==> src/cmt_pkg.sv <==
package cmt_pkg;

   localparam int pc_w   = 32;      // Word-addressed PC
   localparam int dw     = 32;
   localparam int prf_aw = 6;       // 64 physical registers

   typedef enum logic [1:0]
   {
      lsu_none  = 2'd0,
      lsu_load  = 2'd1,
      lsu_store = 2'd2
   } lsu_op_e;

   typedef enum logic [1:0]
   {
      epu_none    = 2'd0,
      epu_mfsr    = 2'd1,           // Special-register read
      epu_mtsr    = 2'd2,           // Special-register write
      epu_syscall = 2'd3
   } epu_op_e;

   typedef enum logic [1:0]
   {
      br_none = 2'd0,
      br_bcc  = 2'd1,               // Conditional
      br_brel = 2'd2,               // PC-relative
      br_breg = 2'd3                // Register indirect
   } br_kind_e;

   typedef enum logic
   {
      unit_idle    = 1'b0,
      unit_pending = 1'b1
   } unit_state_e;

   // One entry at the head of the reorder buffer
   typedef struct packed {
      logic              valid;
      lsu_op_e           lsu_op;
      epu_op_e           epu_op;
      br_kind_e          br_kind;
      logic              fls;       // Mispredicted branch
      logic              exc;       // Exception raised earlier in the pipe
      logic [pc_w-1:0]   pc;
      logic [prf_aw-1:0] prd;
      logic              prd_we;
      logic [dw-1:0]     opera;     // Address or redirect target
      logic [dw-1:0]     operb;     // Store or SR write data
      logic              pred_taken;
      logic [pc_w-1:0]   pred_tgt;
   } cmt_slot_t;

   typedef struct packed {
      logic            lsu_valid;
      logic            epu_valid;
      lsu_op_e         lsu_op;
      epu_op_e         epu_op;
      logic [dw-1:0]   opera;
      logic [dw-1:0]   operb;
      logic [pc_w-1:0] pc;
      logic [pc_w-1:0] npc;
   } unit_req_t;

   typedef struct packed {
      logic            lsu_done;
      logic [dw-1:0]   lsu_dout;
      logic            epu_done;
      logic [dw-1:0]   epu_dout;
      logic            exc;         // Qualified by epu_done
      logic [pc_w-1:0] exc_tgt;
   } unit_rsp_t;

   typedef struct packed {
      logic              we;
      logic [prf_aw-1:0] addr;
      logic [dw-1:0]     data;
   } prf_wr_t;

   typedef struct packed {
      logic            valid;
      br_kind_e        kind;
      logic            taken;
      logic [pc_w-1:0] pc;
      logic [pc_w-1:0] npc_act;
   } bpu_upd_t;

   typedef struct packed {
      logic            flush;
      logic [pc_w-1:0] tgt;
   } redirect_t;

endpackage

==> src/cmt_branch_resolve.sv <==
`timescale 1ns/10ps

module cmt_branch_resolve
   import cmt_pkg::*;
(
   input  logic      clk,
   input  logic      rst_n,
   input  logic      fire0,
   input  cmt_slot_t slot0,
   input  unit_rsp_t unit_rsp,
   output logic      se_flush,
   output logic      flush,
   output redirect_t redirect,
   output bpu_upd_t  bpu
);
   logic            se_flush_q;
   logic [pc_w-1:0] se_tgt_q;
   logic            exc_flush;
   logic            is_br0;
   logic [pc_w-1:0] fls_tgt;

   assign fls_tgt = slot0.opera[pc_w-1:0];   // Resolved target of slot 0

   // Mispredict flush, one-cycle pulse after the branch retires
   always_ff @(posedge clk)
   begin
      if (!rst_n)
         se_flush_q <= 1'b0;
      else
         se_flush_q <= fire0 & slot0.fls;
   end

   always_ff @(posedge clk)
   begin
      if (fire0)
         se_tgt_q <= fls_tgt;
   end

   assign se_flush = se_flush_q;

   // Exception comes straight from the EPU
   assign exc_flush = unit_rsp.epu_done & unit_rsp.exc;

   assign flush = se_flush_q | exc_flush;

   always_comb
   begin
      redirect.flush = flush;
      if (se_flush_q)
         redirect.tgt = se_tgt_q;   // Older instruction wins
      else
         redirect.tgt = unit_rsp.exc_tgt;
   end

   assign is_br0 = (slot0.br_kind != br_none);

   // Predictor update on branch retire
   always_comb
   begin
      bpu.valid = fire0 & is_br0;
      bpu.kind  = slot0.br_kind;
      bpu.taken = slot0.pred_taken ^ slot0.fls;   // Flip direction on mispredict
      bpu.pc    = slot0.pc;
      if (slot0.fls)
         bpu.npc_act = fls_tgt;
      else
         bpu.npc_act = slot0.pred_tgt;
   end

endmodule

==> src/cmt_select.sv <==
`timescale 1ns/10ps

module cmt_select
   import cmt_pkg::*;
#(
   parameter int p_cw = 2
)
(
   input  cmt_slot_t [(1<<p_cw)-1:0] slots,
   input  logic                      commit_en,
   input  logic                      flush,
   input  logic                      se_flush,
   output logic [(1<<p_cw)-1:0]      fire,
   output logic [p_cw:0]             pop_size,
   output logic                      lsu_req0,
   output logic                      epu_req0
);
   localparam int cw = 1 << p_cw;

   logic [cw-1:0] is_valid;
   logic [cw-1:0] is_lsu;
   logic [cw-1:0] is_epu;
   logic [cw-1:0] is_br;
   logic [cw-1:0] is_fls;
   logic [cw-1:0] single_fu;
   logic [cw-1:0] mask;

   // Per-slot classification
   always_comb
   begin
      for (int i = 0; i < cw; i++)
      begin
         is_valid[i] = slots[i].valid;
         is_lsu[i]   = (slots[i].lsu_op != lsu_none);
         is_epu[i]   = (slots[i].epu_op != epu_none) | slots[i].exc; // EPU handles exceptions
         is_br[i]    = (slots[i].br_kind != br_none);
         is_fls[i]   = slots[i].fls;
      end
   end

   // These may only retire from slot 0
   assign single_fu = is_lsu | is_epu | is_br | is_fls;

   // Slot 0 unit requests, held off in the cycle after a mispredict
   assign lsu_req0 = ~se_flush & is_valid[0] & is_lsu[0];
   assign epu_req0 = ~se_flush & is_valid[0] & is_epu[0];

   // In-order mask, stops at the first hole or single-unit slot past 0
   always_comb
   begin
      mask[0] = commit_en & ~flush & is_valid[0];
      for (int j = 1; j < cw; j++)
      begin
         mask[j] = mask[j-1] & is_valid[j] & ~single_fu[j];
      end
   end

   assign fire = mask;

   // Number of entries popped from the ROB
   always_comb
   begin
      pop_size = '0;
      for (int k = 0; k < cw; k++)
      begin
         pop_size = pop_size + (p_cw+1)'(fire[k]);
      end
   end

endmodule

==> src/cmt_top.sv <==
`timescale 1ns/10ps

module cmt_top
   import cmt_pkg::*;
#(
   parameter int p_cw = 2
)
(
   input  logic                      clk,
   input  logic                      rst_n,
   input  cmt_slot_t [(1<<p_cw)-1:0] slots,
   input  unit_rsp_t                 unit_rsp,
   output logic [(1<<p_cw)-1:0]      fire,
   output logic [p_cw:0]             pop_size,
   output unit_req_t                 unit_req,
   output prf_wr_t                   prf_wr,
   output bpu_upd_t                  bpu,
   output redirect_t                 redirect
);
   logic commit_en;
   logic flush;
   logic se_flush;
   logic lsu_req0;
   logic epu_req0;

   // Commit mask and pop count
   cmt_select
   #(
      .p_cw      (p_cw)
   )
   u_select
   (
      .slots     (slots),
      .commit_en (commit_en),
      .flush     (flush),
      .se_flush  (se_flush),
      .fire      (fire),
      .pop_size  (pop_size),
      .lsu_req0  (lsu_req0),
      .epu_req0  (epu_req0)
   );

   // LSU/EPU request and writeback
   cmt_unit_req u_unit_req
   (
      .clk       (clk),
      .rst_n     (rst_n),
      .lsu_req0  (lsu_req0),
      .epu_req0  (epu_req0),
      .flush     (flush),
      .slot0     (slots[0]),
      .unit_rsp  (unit_rsp),
      .commit_en (commit_en),
      .unit_req  (unit_req),
      .prf_wr    (prf_wr)
   );

   // Flush and BPU update
   cmt_branch_resolve u_branch_resolve
   (
      .clk       (clk),
      .rst_n     (rst_n),
      .fire0     (fire[0]),
      .slot0     (slots[0]),
      .unit_rsp  (unit_rsp),
      .se_flush  (se_flush),
      .flush     (flush),
      .redirect  (redirect),
      .bpu       (bpu)
   );

endmodule

==> src/cmt_unit_req.sv <==
`timescale 1ns/10ps

module cmt_unit_req
   import cmt_pkg::*;
(
   input  logic      clk,
   input  logic      rst_n,
   input  logic      lsu_req0,
   input  logic      epu_req0,
   input  logic      flush,
   input  cmt_slot_t slot0,
   input  unit_rsp_t unit_rsp,
   output logic      commit_en,
   output unit_req_t unit_req,
   output prf_wr_t   prf_wr
);
   unit_state_e     state_q;
   unit_state_e     state_nxt;
   logic            pipe_req;
   logic            pipe_done;
   logic            issue;
   logic [pc_w-1:0] npc;

   assign pipe_req  = lsu_req0 | epu_req0;
   assign pipe_done = unit_rsp.lsu_done | unit_rsp.epu_done;

   // Strobe only once per operation
   assign issue = (state_q == unit_idle);

   always_comb
   begin
      state_nxt = state_q;
      case (state_q)
         unit_idle:
         begin
            if (pipe_req)
               state_nxt = unit_pending;
         end
         unit_pending:
         begin
            if (pipe_done)
               state_nxt = unit_idle;
         end
         default:
         begin
            state_nxt = unit_idle;
         end
      endcase
   end

   always_ff @(posedge clk)
   begin
      if (!rst_n)
         state_q <= unit_idle;
      else
         state_q <= state_nxt;
   end

   // Slot 0 waits for its unit, done cycle lets it through
   assign commit_en = ~pipe_req | pipe_done;

   assign npc = slot0.pc + pc_w'(1);   // Return address for syscall

   always_comb
   begin
      unit_req.lsu_valid = issue & lsu_req0;
      unit_req.epu_valid = issue & epu_req0;
      unit_req.lsu_op    = slot0.lsu_op;
      unit_req.epu_op    = slot0.epu_op;
      unit_req.opera     = slot0.opera;
      unit_req.operb     = slot0.operb;
      unit_req.pc        = slot0.pc;
      unit_req.npc       = npc;
   end

   // Writeback of the unit result
   always_comb
   begin
      prf_wr.we   = pipe_done & ~flush & slot0.prd_we;
      prf_wr.addr = slot0.prd;
      if (unit_rsp.epu_done)
         prf_wr.data = unit_rsp.epu_dout;
      else
         prf_wr.data = unit_rsp.lsu_dout;
   end

endmodule
==> config.mk <==
export PLATFORM = sky130hd
export DESIGN_NAME = cmt_top
export DESIGN_NICKNAME = d
export VERILOG_FILES = /design/src/cmt_pkg.sv /design/src/cmt_branch_resolve.sv /design/src/cmt_select.sv /design/src/cmt_top.sv /design/src/cmt_unit_req.sv
export SDC_FILE = /design/constraint.sdc
export NUM_CORES = 1
export LEC_CHECK = 0
export ABC_AREA = 1
export BUFFER_PORTS_ARGS = -buffer_cell sky130_fd_sc_hd__buf_2
export CAP_MARGIN = 0
export CORE_AREA = 2 2 374 376
export CTS_CLUSTER_DIAMETER = 80
export DETAILED_ROUTE_END_ITERATION = 8
export DIE_AREA = 0 0 376 378
export MAX_ROUTING_LAYER = met4
export PLACE_DENSITY = 0.3
export SYNTH_ARGS = -nofsm -noshare
export SYNTH_HDL_FRONTEND = slang
export SYNTH_HIERARCHICAL = 1
export SYNTH_SLANG_ARGS = --single-unit
==> constraint.sdc <==
create_clock -name clk -period 12.6 [get_ports clk]
set_input_delay 2.52 -clock clk [delete_from_list [all_inputs] [get_ports clk]]
set_output_delay 2.52 -clock clk [all_outputs]
set_load 0.005 [all_outputs]
==> results of run 1 <==
-- stage by stage --
stage | hold WS [ns] | setup slack (ns) | util | instance area, um^2 | instances
floorplan | 0.509 | 4.64 | - | 4690 | 681
global placement | 0.533 | 4.54 | 0.0586 | 8110 | 2809
detailed placement | 0.536 | 4.50 | 0.0586 | 8110 | 2809
CTS | 0.556 | 4.49 | 0.0600 | 8300 | 2817
global route | 0.574 | 4.38 | 0.0600 | 8320 | 2822
-- kinds of logic after synthesis --
logic type | share of synthesized area
adder cells (fa/ha/maj) | 0.0123
buffers and inverters | 0.302
XOR/XNOR | 0.0296
AO/OA/AOI/OAI | 0.00320
flip-flops | 0.213
AND/OR/NAND/NOR | 0.362
multiplexers | 0.0768
-- layer usage --
layer and track usage:
met1 0.0633, met2 0.106, met3 0.0353, met4 0.0177, met5 -
==> run summary, run 1 <==
For the number of buffers inserted during clock tree synthesis, the log shows 5. Total of hold buffers inserted after clock tree synthesis: 0. During I/O placement, the number of pins put on the boundary was 962. The number of gates resized after CTS was 0. The run ended at detailed routing. Clock tree synthesis selected as its root buffer the cell clkbuf_16. The share of synthesized registers carrying an async set or reset is 0. Entering global routing, the biggest net connects 36 pins. The run gives 6 as the Yosys warning count.

Ranked by instance count, the synthesized netlist is headed by 276 x nand2_1, 141 x buf_4, 55 x nor2_1. The run gives 5576 as the via count of the first global-routing pass. The tools report the row count as 137. The first global-routing pass estimated 55800 um of wire. The number of enable flip-flop cells after synthesis was 32; the number of H-tree branching levels was 2.

Counting along the longest clock path gives a buffer depth of 2. Buffers added to address setup during post-CTS repair amount to 0. The first error in the log reads "[ERROR DRT-0255] Maze Route cannot find path of net slots[41] in worker of routeBox ( 338100 193200 ) ( 376000 241500 )".

The most frequent cell after synthesis is nand2_1. The logs give 34 for the number of antenna violations at the first check in global routing and 34 for the number of sinks handled by clock tree synthesis. The die outline height came out at 378 um. After global routing the overflow that remains totals 0. The area of the mapped netlist came out at 4690 um^2. The wire-length estimate of the detail-placed layout is 41700 um. The starting utilization of the core area came out at 0.0339. Overall global routing resource usage: 0.0634. The congestion estimate from routability-driven global placement came to 0.778. The primary flip-flop cell chosen by synthesis mapping was edfxtp_1.

The average size of a mapped cell was 6.89 um^2; the count of distinct cell types in the synthesized netlist was 29. The floorplan step set the die width to 376 um. The most area-hungry cell type in the Yosys netlist is buf_4. In the synthesized netlist, the number of instances is 681. The synthesized design contains 34 register bits. The register area share after synthesis came out at 0.213. Sorting the synthesized cells by area gives the leading types as buf_4 23%, nand2_1 22%, edfxtp_1 20%. The fraction of post-synthesis cell area in the top cell type by area came out at 0.226. The flow did not finish.

The count of buffers from port buffering is 477, and the net count of the mapped netlist is 1366.
==> inputs of run 2 (changes only) <==
Settings changed: CTS_CLUSTER_DIAMETER 80 to not set, MAX_ROUTING_LAYER met4 to not set, PLACE_DENSITY 0.3 to not set, PLACE_DENSITY_LB_ADDON set to 0.15.
==> run summary, run 2 <==
The commonest cells after synthesis are 276 x nand2_1, 141 x buf_4, 55 x nor2_1. After clock tree synthesis, the clock-pin slew on the worst setup and hold paths is 0.07 ns. In this run the cell area measured after placement is 8110 um^2. The total power divided by cell area was 63.1 nW/um^2; the number of endpoints failing setup at the final stage was 0. The share of post-route cells with drive strength above 1 is 0.562. The register with the most flip-flops in the layout has 32 of them. The run gives 123 MHz as the highest clock rate. Dividing the detail-routed wire length by the instance count gives 17.0 um. Sorting the synthesized cells by area gives the leading types as buf_4 23%, nand2_1 22%, edfxtp_1 20%. buf_4 takes more of the synthesized area than any other cell. The final critical delay including setup and external delays was 8.12 ns.

In the final routing, the length of wire on met1 measures 15000 um. The run gives 0 as the total count of max-transition violations in the final report. The run gives 0.213 as the register area share after synthesis. The net count of the mapped netlist was 1366.

Via count of the first global-routing pass: 5221. The first detailed-routing pass ran for 4 iterations. The tools report the number of instances resized during post-cts repair as 0. After routing the design area is 8330 um^2. Synthesis handed over a netlist of 681 instances. At the later pin of the worst-skew pair, clock insertion delay measures 0.33 ns. Relative to the synthesized area, the layout overhead comes to 77.6%. Wire segments on met2 add up to 26900 um in the final route.

For this run, the post-layout net count is 1694. STA classifies the critical path startpoint as an input port. TritonCTS built the clock tree. The final number of hold-violating endpoints came out at 0. The flow ran to the end, and the final reports show no timing, DRC or antenna violations. The run gives 5.60 ns as the data arrival time at the worst-slack endpoint.

The classification of the worst setup path is in -> out. The full die area was 142000 um^2. After detailed routing, no signal wire sits above met5.

The overall global routing resource usage was 0.0643. Share of synthesized registers carrying an async set or reset: 0. More flip-flops sit in one register than any other, and that register is u_branch_resolve/se_tgt_q.

On the final layout, the worst clock skew is 0.00913 ns. The logs give 29 for the count of distinct cell types in the synthesized netlist and 3.73 nW for the leakage power total. For this run, design rule violations remaining after detail routing come to 0.

Setup repair after global routing left no endpoint under its margin. Summed over all layers, the routed wires come to 48000 um. The cell area that synthesis handed to floorplanning was 4690 um^2. The fraction of post-synthesis cell area in the top cell type by area came out at 0.226. The final worst-path cycle share was 0.645; the filler-free cell count of the finished design was 2826.

In this run the worst path has a maximum fanout of 35. The logs give 0 for the count of maximum capacitance violations and 0.525 mW for the total power of the final layout. The number of H-tree branching levels was 2. The logs give 5462 for the vias after detailed routing and 962 for the number of ports placed on the die boundary. STA puts the critical path data required time at 10.08 ns. The logs give 0.0339 for the starting utilization of the core area and 6 for the Yosys warning count. In the synthesized netlist the dominant register cell turns out to be edfxtp_1. The library cells used most frequently in the layout, excluding fill and tap cells, are 477 x buf_2, 276 x nand2_1, 55 x nor2_1, 37 x inv_1.

Clock tree synthesis inserted a total of 5 buffers. In this run the core area contains 137 standard-cell rows. Across all register-to-register paths, the minimum setup slack is 10.40 ns. The clock tree buffer depth was 2. The met3 layer wire length in the routed design came out at 5280 um. The floorplan step set the die height to 378 um. The number of antenna violations at the first check in global routing is 24, and the via-per-instance ratio is 1.93.

For the max-slew headroom at the worst pin, the log shows 0.371. At the pin with the least slew margin, the transition time is 0.944 ns. The library cell used most frequently in the layout, excluding fill and tap cells, is buf_2. Routability-driven placement finished with a final weighted congestion of 0.694. The number of placed instances, taps included, is 2809.

After synthesis, the mean cell area works out to 6.89 um^2. The HPWL after detailed placement is 43100 um. For the number of sinks handled by clock tree synthesis, the log shows 34. The root buffer cell chosen for the clock tree is clkbuf_16. For the core footprint, the log shows 139000 um^2.

The detailed router finished its first iteration with 173 violations. Entering global routing, the biggest net connects 36 pins. The first global-routing pass estimated 57400 um of wire. The aggregate global routing overflow came out at 0. In this run the remaining antenna-violating nets after routing total 0.

Among all cell types in the netlist, the one instantiated most often is nand2_1. The register bit count reported by yosys is 34, and the peak supply drop is 0.0389 mV. The width of the die came out at 376 um. The synthesized design contains 32 enable-type register cells. The min-delay analysis places its worst path in the category reg -> reg.

The post-CTS setup buffer count was 0. Summed over all failing endpoints, the final setup total negative slack is 0 ns. After clock tree synthesis, the flow added hold-fix buffers numbering 0. STA classifies the critical path endpoint as an output pin. In this run the tool buffered the top-level ports with 477 buffer cells.
-- run 2: critical path, cell delays in order --
cell     delay (ns)
buf_2          0.71
nor2_1         0.18
nand2_1        0.12
nand2_1        0.09
nor2_4         0.13
buf_4          0.57
inv_1          0.15
fa_1           0.53
inv_1          0.04
ha_1           0.17
ha_1           0.26
buf_2          0.12
-- run 2: cells by family after synthesis --
| family | after synthesis | synth area share |
|---|---|---|
| AOI/OAI and AO/OA | 2 | 0.00320 |
| xor gates and xnor gates | 15 | 0.0296 |
| muxes | 32 | 0.0768 |
| adders and majority gates | 4 | 0.0123 |
| and+or+nand+nor | 396 | 0.362 |
| buffers and inverters | 198 | 0.302 |
| DFF | 34 | 0.213 |
-- run 2: where the power goes --
part	internal [mW]	switching, mW
Combinational	0.0801	0.129
Clock	0.114	0.0674
Sequential	0.132	0.00227
-- run 2: final cells by class --
class | instances | area (um^2)
Antenna cell | 9 | 22.5
Clock buffer | 5 | 125
Clock inverter | 3 | 68.8
Fill cell | 16500 | 130000
Inverter | 39 | 161
Multi-Input combinational cell | 449 | 2280
Sequential cell | 34 | 1000
Tap cell | 1807 | 2260
Timing Repair Buffer | 480 | 2410
-- run 2: worst paths after layout --
path / to / depth (start not counted) / startpoint
max: pop_size[1] / 12 / unit_rsp[65]
min: u_unit_req/state_q / 1 / u_unit_req/state_q
max reg2reg: u_branch_resolve/se_tgt_q[0] / 4 / u_branch_resolve/se_flush
min reg2reg: u_unit_req/state_q / 1 / u_unit_req/state_q
-- run 2: metrics by stage --
stage,worst slack [ns],util,hold WS [ns]
after floorplan,4.64,-,0.509
after detailed placement,4.27,0.0586,0.546
after global routing,4.14,0.0600,0.604
final,4.48,0.0601,0.561
after CTS,4.28,0.0600,0.565
after global placement,4.27,0.0586,0.552
-- run 2: per-layer routing --
layer | vias up | GRT usage
li1 | 2619 | -
met1 | 2387 | 0.0570
met2 | 402 | 0.131
met3 | 52 | 0.0301
met4 | 2 | 0.0105
met5 | - | 0
(Power assumes the default switching activity.)
